`src/hdl/uv_lsu_pkg.sv`:
```
// Shared widths and record types for the load-store stage.
// RV32 only. The byte mask is assumed contiguous and starting at byte 0,
// with load data already shifted down by the memory side.

package uv_lsu_pkg;

    //********************
    // Widths.
    //********************
    localparam int XLEN      = 32;
    localparam int ALEN      = 32;
    localparam int MLEN      = XLEN / 8;
    localparam int REG_IDX_W = 5;
    localparam int EXCP_W    = 2;

    // Bit positions inside the memory exception code.
    localparam int EXCP_ACC_FAULT = 0;
    localparam int EXCP_MIS_ALIGN = 1;

    //********************
    // Records.
    //********************
    typedef struct packed {
        logic                 load;
        logic                 loadu;
        logic                 store;
        logic [MLEN-1:0]      mask;
        logic [ALEN-1:0]      addr;
        logic [XLEN-1:0]      st_data;
        logic                 wb_act;
        logic                 wb_vld;
        logic [REG_IDX_W-1:0] wb_idx;
        logic [XLEN-1:0]      wb_data;
    } ls_op_t;

    typedef struct packed {
        logic            read;
        logic [ALEN-1:0] addr;
        logic [MLEN-1:0] mask;
        logic [XLEN-1:0] data;
    } mem_req_t;

    // Kept from request take to response.
    typedef struct packed {
        logic                 read;
        logic                 loadu;
        logic [MLEN-1:0]      mask;
        logic [REG_IDX_W-1:0] wb_idx;
    } pend_t;

    typedef struct packed {
        logic                 wb_vld;
        logic [REG_IDX_W-1:0] wb_idx;
        logic [XLEN-1:0]      wb_data;
        logic                 ld_acc_fault;
        logic                 ld_mis_align;
        logic                 st_acc_fault;
        logic                 st_mis_align;
    } cm_rec_t;

endpackage

```
`src/hdl/uv_lsu_decode.sv`:
```
// Input stage of the load-store unit. Holds one operation at a time.
// A load to x0 (wb_act low) is treated as plain and never reaches memory.
// The memory request stays stable until taken.

`timescale 1ns/1ps

module uv_lsu_decode (
    input  logic                                  clk,
    input  logic                                  rst_n,

    input  logic                                  ex2ls_vld,
    input  uv_lsu_pkg::ls_op_t                    ex2ls_op,
    output logic                                  ex2ls_rdy,

    input  logic                                  busy,
    input  logic                                  req_taken,

    output logic                                  mem_req_vld,
    output uv_lsu_pkg::mem_req_t                  mem_req,
    output uv_lsu_pkg::pend_t                     pend,

    output logic                                  plain_done,
    output logic                                  plain_wb_vld,
    output logic [uv_lsu_pkg::REG_IDX_W-1:0]      plain_wb_idx,
    output logic [uv_lsu_pkg::XLEN-1:0]           plain_wb_data
);

    uv_lsu_pkg::ls_op_t op_q;
    logic               hold_q;
    logic               accept;
    logic               is_mem;

    assign ex2ls_rdy = ~hold_q & ~busy;
    assign accept    = ex2ls_vld & ex2ls_rdy;

    always_ff @(posedge clk or negedge rst_n) begin
        if (!rst_n) begin
            hold_q <= 1'b0;
        end else if (accept) begin
            hold_q <= 1'b1;
        end else if (plain_done | req_taken) begin
            hold_q <= 1'b0;
        end
    end

    always_ff @(posedge clk) begin
        if (accept) begin
            op_q <= ex2ls_op;
        end
    end

    // Stores and live loads go to memory.
    assign is_mem = op_q.store | (op_q.load & op_q.wb_act);

    //********************
    // Memory request.
    //********************
    assign mem_req_vld  = hold_q & is_mem;

    assign mem_req.read = ~op_q.store;
    assign mem_req.addr = op_q.addr;
    assign mem_req.mask = op_q.mask;
    assign mem_req.data = op_q.st_data;

    assign pend.read    = ~op_q.store;
    assign pend.loadu   = op_q.loadu;
    assign pend.mask    = op_q.mask;
    assign pend.wb_idx  = op_q.wb_idx;

    //********************
    // Plain path.
    //********************
    assign plain_done    = hold_q & ~is_mem;
    assign plain_wb_vld  = op_q.wb_act & op_q.wb_vld;
    assign plain_wb_idx  = op_q.wb_idx;
    assign plain_wb_data = op_q.wb_data;

endmodule

```
`src/hdl/uv_lsu_mem_ctrl.sv`:
```
// Tracks the single outstanding memory access.
// The response is a one-cycle strobe that is always accepted and must come
// at least one cycle after the take. Responses while idle are ignored.

`timescale 1ns/1ps

module uv_lsu_mem_ctrl (
    input  logic                                clk,
    input  logic                                rst_n,

    input  logic                                mem_req_vld,
    input  logic                                mem_req_rdy,
    input  uv_lsu_pkg::pend_t                   pend,

    output logic                                req_taken,
    output logic                                busy,

    input  logic                                rsp_vld,
    input  logic [uv_lsu_pkg::EXCP_W-1:0]       rsp_excp,
    input  logic [uv_lsu_pkg::XLEN-1:0]         rsp_data,

    output logic                                rsp_done,
    output uv_lsu_pkg::pend_t                   rsp_pend,
    output logic [uv_lsu_pkg::XLEN-1:0]         rsp_data_q,
    output logic [uv_lsu_pkg::EXCP_W-1:0]       rsp_excp_q
);

    uv_lsu_pkg::pend_t pend_q;
    logic              rsp_hit;

    assign req_taken = mem_req_vld & mem_req_rdy;
    assign rsp_hit   = busy & rsp_vld;

    //********************
    // Outstanding state.
    //********************
    always_ff @(posedge clk or negedge rst_n) begin
        if (!rst_n) begin
            busy <= 1'b0;
        end else if (req_taken) begin
            busy <= 1'b1;
        end else if (rsp_hit) begin
            busy <= 1'b0;
        end
    end

    // Attributes stay put until the next take.
    always_ff @(posedge clk) begin
        if (req_taken) begin
            pend_q <= pend;
        end
    end

    //********************
    // Response capture.
    //********************
    always_ff @(posedge clk or negedge rst_n) begin
        if (!rst_n) begin
            rsp_done <= 1'b0;
        end else begin
            rsp_done <= rsp_hit;
        end
    end

    always_ff @(posedge clk) begin
        if (rsp_hit) begin
            rsp_data_q <= rsp_data;
            rsp_excp_q <= rsp_excp;
        end
    end

    assign rsp_pend = pend_q;

endmodule

```
`src/hdl/uv_lsu_writeback.sv`:
```
// Builds the commit record, one per done pulse.
// Load data arrives shifted to bit 0; unmasked bytes take the sign fill.
// The record holds its last value between pulses.

`timescale 1ns/1ps

module uv_lsu_writeback (
    input  logic                                clk,
    input  logic                                rst_n,

    input  logic                                plain_done,
    input  logic                                plain_wb_vld,
    input  logic [uv_lsu_pkg::REG_IDX_W-1:0]    plain_wb_idx,
    input  logic [uv_lsu_pkg::XLEN-1:0]         plain_wb_data,

    input  logic                                rsp_done,
    input  uv_lsu_pkg::pend_t                   rsp_pend,
    input  logic [uv_lsu_pkg::XLEN-1:0]         rsp_data_q,
    input  logic [uv_lsu_pkg::EXCP_W-1:0]       rsp_excp_q,

    output logic                                cm_vld,
    output uv_lsu_pkg::cm_rec_t                 cm_rec
);

    logic                        ld_sign;
    logic [uv_lsu_pkg::XLEN-1:0] ld_data;
    logic                        acc_fault;
    logic                        mis_align;

    //********************
    // Load extraction.
    //********************
    // Highest masked byte wins.
    always_comb begin
        ld_sign = 1'b0;
        for (int i = 0; i < uv_lsu_pkg::MLEN; i++) begin
            if (rsp_pend.mask[i] && !rsp_pend.loadu) begin
                ld_sign = rsp_data_q[8*i+7];
            end
        end
    end

    always_comb begin
        for (int i = 0; i < uv_lsu_pkg::MLEN; i++) begin
            ld_data[8*i +: 8] = rsp_pend.mask[i] ? rsp_data_q[8*i +: 8] : {8{ld_sign}};
        end
    end

    assign acc_fault = rsp_excp_q[uv_lsu_pkg::EXCP_ACC_FAULT];
    assign mis_align = rsp_excp_q[uv_lsu_pkg::EXCP_MIS_ALIGN];

    //********************
    // Commit record.
    //********************
    always_ff @(posedge clk or negedge rst_n) begin
        if (!rst_n) begin
            cm_vld <= 1'b0;
            cm_rec <= '0;
        end else begin
            cm_vld <= plain_done | rsp_done;
            if (rsp_done) begin
                cm_rec.wb_vld       <= rsp_pend.read;
                cm_rec.wb_idx       <= rsp_pend.wb_idx;
                cm_rec.wb_data      <= rsp_pend.read ? ld_data : '0;
                cm_rec.ld_acc_fault <= rsp_pend.read & acc_fault;
                cm_rec.ld_mis_align <= rsp_pend.read & mis_align;
                cm_rec.st_acc_fault <= ~rsp_pend.read & acc_fault;
                cm_rec.st_mis_align <= ~rsp_pend.read & mis_align;
            end else if (plain_done) begin
                cm_rec.wb_vld       <= plain_wb_vld;
                cm_rec.wb_idx       <= plain_wb_idx;
                cm_rec.wb_data      <= plain_wb_data;
                cm_rec.ld_acc_fault <= 1'b0;
                cm_rec.ld_mis_align <= 1'b0;
                cm_rec.st_acc_fault <= 1'b0;
                cm_rec.st_mis_align <= 1'b0;
            end
        end
    end

endmodule

```
`src/hdl/uv_lsu.sv`:
```
// Load-store stage top. One operation in flight at a time.
// The memory side must accept every response; there is no response ready.

`timescale 1ns/1ps

module uv_lsu (
    input  logic                                clk,
    input  logic                                rst_n,

    // Execute side.
    input  logic                                ex2ls_vld,
    input  uv_lsu_pkg::ls_op_t                  ex2ls_op,
    output logic                                ex2ls_rdy,

    // Memory side.
    output logic                                ls2mem_req_vld,
    output uv_lsu_pkg::mem_req_t                ls2mem_req,
    input  logic                                ls2mem_req_rdy,
    input  logic                                ls2mem_rsp_vld,
    input  logic [uv_lsu_pkg::EXCP_W-1:0]       ls2mem_rsp_excp,
    input  logic [uv_lsu_pkg::XLEN-1:0]         ls2mem_rsp_data,

    // Commit side.
    output logic                                ls2cm_vld,
    output uv_lsu_pkg::cm_rec_t                 ls2cm_rec
);

    logic                                 busy;
    logic                                 req_taken;
    uv_lsu_pkg::pend_t                    pend;

    logic                                 plain_done;
    logic                                 plain_wb_vld;
    logic [uv_lsu_pkg::REG_IDX_W-1:0]     plain_wb_idx;
    logic [uv_lsu_pkg::XLEN-1:0]          plain_wb_data;

    logic                                 rsp_done;
    uv_lsu_pkg::pend_t                    rsp_pend;
    logic [uv_lsu_pkg::XLEN-1:0]          rsp_data_q;
    logic [uv_lsu_pkg::EXCP_W-1:0]        rsp_excp_q;

    uv_lsu_decode u_decode (
        .clk           (clk),
        .rst_n         (rst_n),
        .ex2ls_vld     (ex2ls_vld),
        .ex2ls_op      (ex2ls_op),
        .ex2ls_rdy     (ex2ls_rdy),
        .busy          (busy),
        .req_taken     (req_taken),
        .mem_req_vld   (ls2mem_req_vld),
        .mem_req       (ls2mem_req),
        .pend          (pend),
        .plain_done    (plain_done),
        .plain_wb_vld  (plain_wb_vld),
        .plain_wb_idx  (plain_wb_idx),
        .plain_wb_data (plain_wb_data)
    );

    uv_lsu_mem_ctrl u_mem_ctrl (
        .clk         (clk),
        .rst_n       (rst_n),
        .mem_req_vld (ls2mem_req_vld),
        .mem_req_rdy (ls2mem_req_rdy),
        .pend        (pend),
        .req_taken   (req_taken),
        .busy        (busy),
        .rsp_vld     (ls2mem_rsp_vld),
        .rsp_excp    (ls2mem_rsp_excp),
        .rsp_data    (ls2mem_rsp_data),
        .rsp_done    (rsp_done),
        .rsp_pend    (rsp_pend),
        .rsp_data_q  (rsp_data_q),
        .rsp_excp_q  (rsp_excp_q)
    );

    uv_lsu_writeback u_writeback (
        .clk           (clk),
        .rst_n         (rst_n),
        .plain_done    (plain_done),
        .plain_wb_vld  (plain_wb_vld),
        .plain_wb_idx  (plain_wb_idx),
        .plain_wb_data (plain_wb_data),
        .rsp_done      (rsp_done),
        .rsp_pend      (rsp_pend),
        .rsp_data_q    (rsp_data_q),
        .rsp_excp_q    (rsp_excp_q),
        .cm_vld        (ls2cm_vld),
        .cm_rec        (ls2cm_rec)
    );

endmodule

```
`config.mk`:
```
export PLATFORM = sky130hd
export DESIGN_NAME = uv_lsu
export DESIGN_NICKNAME = d
export VERILOG_FILES = /design/src/hdl/uv_lsu_pkg.sv /design/src/hdl/uv_lsu_decode.sv /design/src/hdl/uv_lsu_mem_ctrl.sv /design/src/hdl/uv_lsu_writeback.sv /design/src/hdl/uv_lsu.sv
export SDC_FILE = /design/constraint.sdc
export NUM_CORES = 1
export LEC_CHECK = 0
export BUFFER_PORTS_ARGS = -buffer_cell sky130_fd_sc_hd__buf_2
export CORE_MARGIN = 10
export CORE_UTILIZATION = 52
export CTS_BUF_LIST = sky130_fd_sc_hd__clkbuf_4 sky130_fd_sc_hd__clkbuf_8
export DETAILED_ROUTE_END_ITERATION = 6
export PLACE_DENSITY = 0.81
export SETUP_SLACK_MARGIN = 0.4
export SYNTH_ARGS = -nofsm -noshare
export SYNTH_HDL_FRONTEND = slang
export SYNTH_HIERARCHICAL = 1
export SYNTH_SLANG_ARGS = --single-unit
```
`constraint.sdc`:
```
create_clock -name clk -period 6.6 [get_ports clk]
set_input_delay 0 -clock clk [delete_from_list [all_inputs] [get_ports clk]]
set_output_delay 0 -clock clk [all_outputs]
set_load 0.02 [all_outputs]
```
==> run metrics <==
crit path kind=reg -> reg; DRC=0; internal power=approximately 2.8 mW; switching share of power=31.92%; commonest cells after routing, fill and taps aside=262 x buf_2, 155 x edfxtp_1, 148 x dlygate4sd3_1, 45 x dfrtp_1, 40 x clkbuf_8; total number of vias=between 5,000 and 6,000; Leakage=4.463 nW; # IOs=263; top cell type's share of synthesized area=58.47%; initial core utilization=52.75%; Max-Cap Viols=0; # resized after CTS=0; worst-path fanout max=93; largest net degree at the start of global routing=94; minimum clock period after layout=around 2.2 ns; CTS tree=done; sequential power share=roughly 46%; via density per instance=about 5; post-synthesis sequential area ratio=between 70% and 80%; Synth Warn #=6; routed wire length=about 23,000 µm; Final Wtd Congestion=0.8599; fin crit share=33.86%; average size of a mapped cell=15.34 µm²; Max Freq=447.5 MHz; top cells by area, synth=edfxtp_1 58%, dfrtp_1 14%, buf_4 11%, mux2i_1 2.8%, nand2_1 1.7%; Inst Count DP=838; non-filler cells, final=1,048; combinational group share of total power=26.1%; Die H=143.7 µm; vias in the first global route=5,763; Sw Pwr=1.330 mW; fin worst setup slack=4.365 ns; CP required=around 6.7 ns; Clk pwr share=28.4%; final setup fails=0; Peak VDD IR=0.2031 mV; TritonCTS Buffers=34; H-Tree Depth=2; #FFs+latches synth=roughly 200; Synth area leader=edfxtp_1; Avg WL per Cell=21.97 µm; Buf/Inv on CP=1; P&R area growth vs syn=35.84%; 1st-iter DRT viols=363; initial antenna violation count=2; Top delay family on crit path=simple AND/OR/NAND/NOR gates; Synth Net Count=668; DIE AREA=20,660 µm²; crit path capture type=flip-flop; dpl ws=4.342 ns; EDFF count, synth=155; number of setup buffers added after CTS=0; critical-path cell list=nor3b_4, buf_12; PD cells=385.4 nW/µm²; row cnt=45; Synth cell types=35; slowest CP cell=nor3b_4; cell count after synthesis=519; Clock Pin Slew Worst Setup and Hold Paths=0.07 ns; Critical Path Source Type=flip-flop; half-perimeter wire length after placement=between 10,000 and 15,000 µm; total gr overflow=0; fin nets=983; first-pass GRT wire length=between 30,000 and 40,000 µm; RSZ-0062 raised after global routing=false; clk_lat worst skew=0.49 ns; core area=15,090 µm²; CTS Sinks=201; Final TNS setup=0 ns; Slew headroom=25.41%; number of routed nets with antenna violations=0; clk root buf=clkbuf_8; commonest non-fill, non-tap cell in the layout=buf_2; top_reg_cell synth=edfxtp_1; IO buf count=262; final hold vios=0; drt pass-1 iters=6; die width=143.7 µm; outcome=finished clean; Slew Viols, Final=0; Max Clock Skew=0.02497 ns; final core occ=between 70% and 80%; worst-margin pin slew=around 1.1 ns; async set or reset register ratio after synthesis=between 20% and 30%; worst-case clock buffer depth=3; Slowest Stage Delay on Critical Path=0.90 ns; HP Class=in -> reg; gr usage total=21.91%; Syn Std Cell Area=7960 µm²; fraction of layout cells with a size suffix above 1=39.39%; Crit path arrival time=2.35 ns
## worst register-to-register path, delay by kind of cell, from the launching register on
family                 cells  cell delay (ns)
and+or+nand+nor            1             0.90
buffers and inverters      1             0.48
DFF                        1             0.44
## Yosys cell counts (all sizes together) (2+ instances only)
cell type,number
nand2,35
a21oi,5
and3,3
nand3b,2
mux2i,22
o221a,8
nand4b,2
nand2b,3
inv,3
nor2b,18
buf,124
edfxtp,155
dfrtp,46
nor2,20
o22a,8
o21ai,21
and2,5
a22o,4
nand4,2
nor3b,2
o211ai,16
clkbuf,9
## stage by stage
step,hold slack (ns),power (mW),area (µm²)
after detailed placement,0.1781,2.920,8601
after global routing,0.03406,4.356,10810
after global placement,0.1764,2.879,8601
final,0.05224,4.167,10810
after CTS,0.03217,4.156,10810
after floorplan,-0.2956,2.676,7960
## final cells by class
type | count | area (µm²)
fill | 938 | 4277
clock inverter | 8 | 85.08
tap | 188 | 235.2
antenna | 2 | 5.005
timing repair buffer | 412 | 2820
multi-input combinational | 181 | 1205
sequential | 201 | 5807
inverter | 4 | 15.01
clock buffer | 52 | 640.6
## timing repair
action / in CTS / in global routing
hold buffers: 148 / 0
endpoints found under the hold margin: 202 / 0
endpoints found under the setup margin: 0 / 0
## final timing paths
kind	start	endpoint	slack, ns	cells after the start
max in group asynchronous	rst_n	u_mem_ctrl/rsp_done$_DFF_PN0_	5.59	2
min reg2reg	u_decode/pend[9]$_DFFE_PP_	u_mem_ctrl/rsp_pend[9]$_DFFE_PP_	0.44	0
min in group asynchronous	rst_n	u_writeback/cm_rec[20]$_DFFE_PN0P_	0.26	2
max	u_decode/hold_q$_DFFE_PN0P_	u_decode/plain_wb_idx[3]$_DFFE_PP_	4.37	2
max reg2reg	u_decode/hold_q$_DFFE_PN0P_	u_decode/plain_wb_idx[3]$_DFFE_PP_	4.37	2
min	ex2ls_vld	u_decode/plain_wb_idx[2]$_DFFE_PP_	0.05	2
## metal layers
layer / global-route usage, % / up-vias / part of all wire (%)
met5: 0 / - / 0
met2: 38.97 / 290 / 54
met1: 23.87 / 2543 / 35
met3: 7.624 / 31 / 9.2
met4: 7.200 / 0 / 1.9
li1: - / 2390 / -
## registers in the layout, summed over array words and instances, names as in the netlist
signal / cells
u_decode/mem_req: 68
u_writeback/cm_rec: 42
u_decode/plain_wb_data: 32
u_mem_ctrl/rsp_data_q: 32
u_mem_ctrl/rsp_pend: 11
u_decode/plain_wb_idx: 5
u_decode/op_q: 4
u_mem_ctrl/rsp_excp_q: 2
u_decode/hold_q: 1
u_decode/pend: 1
u_mem_ctrl/busy: 1
u_mem_ctrl/rsp_done: 1
u_writeback/cm_vld: 1
## power groups by stage
stage / Sequential, mW / Combinational, mW / Clock [mW]
after floorplan: 2.03 / 0.649 / 0
after global placement: 1.89 / 0.986 / 0
after detailed placement: 1.91 / 1.01 / 0
after CTS: 1.88 / 1.09 / 1.19
after global routing: 1.92 / 1.17 / 1.26
final: 1.90 / 1.09 / 1.18
## cells by family after synthesis
logic type      Yosys count  synth area share [%]
compound gates           65                 6.225
buf+inv                 137                 12.04
flops                   201                 72.93
mux                      22                 2.766
simple gates             94                 6.036
No activity file was read; power rests on OpenSTA's default activity.
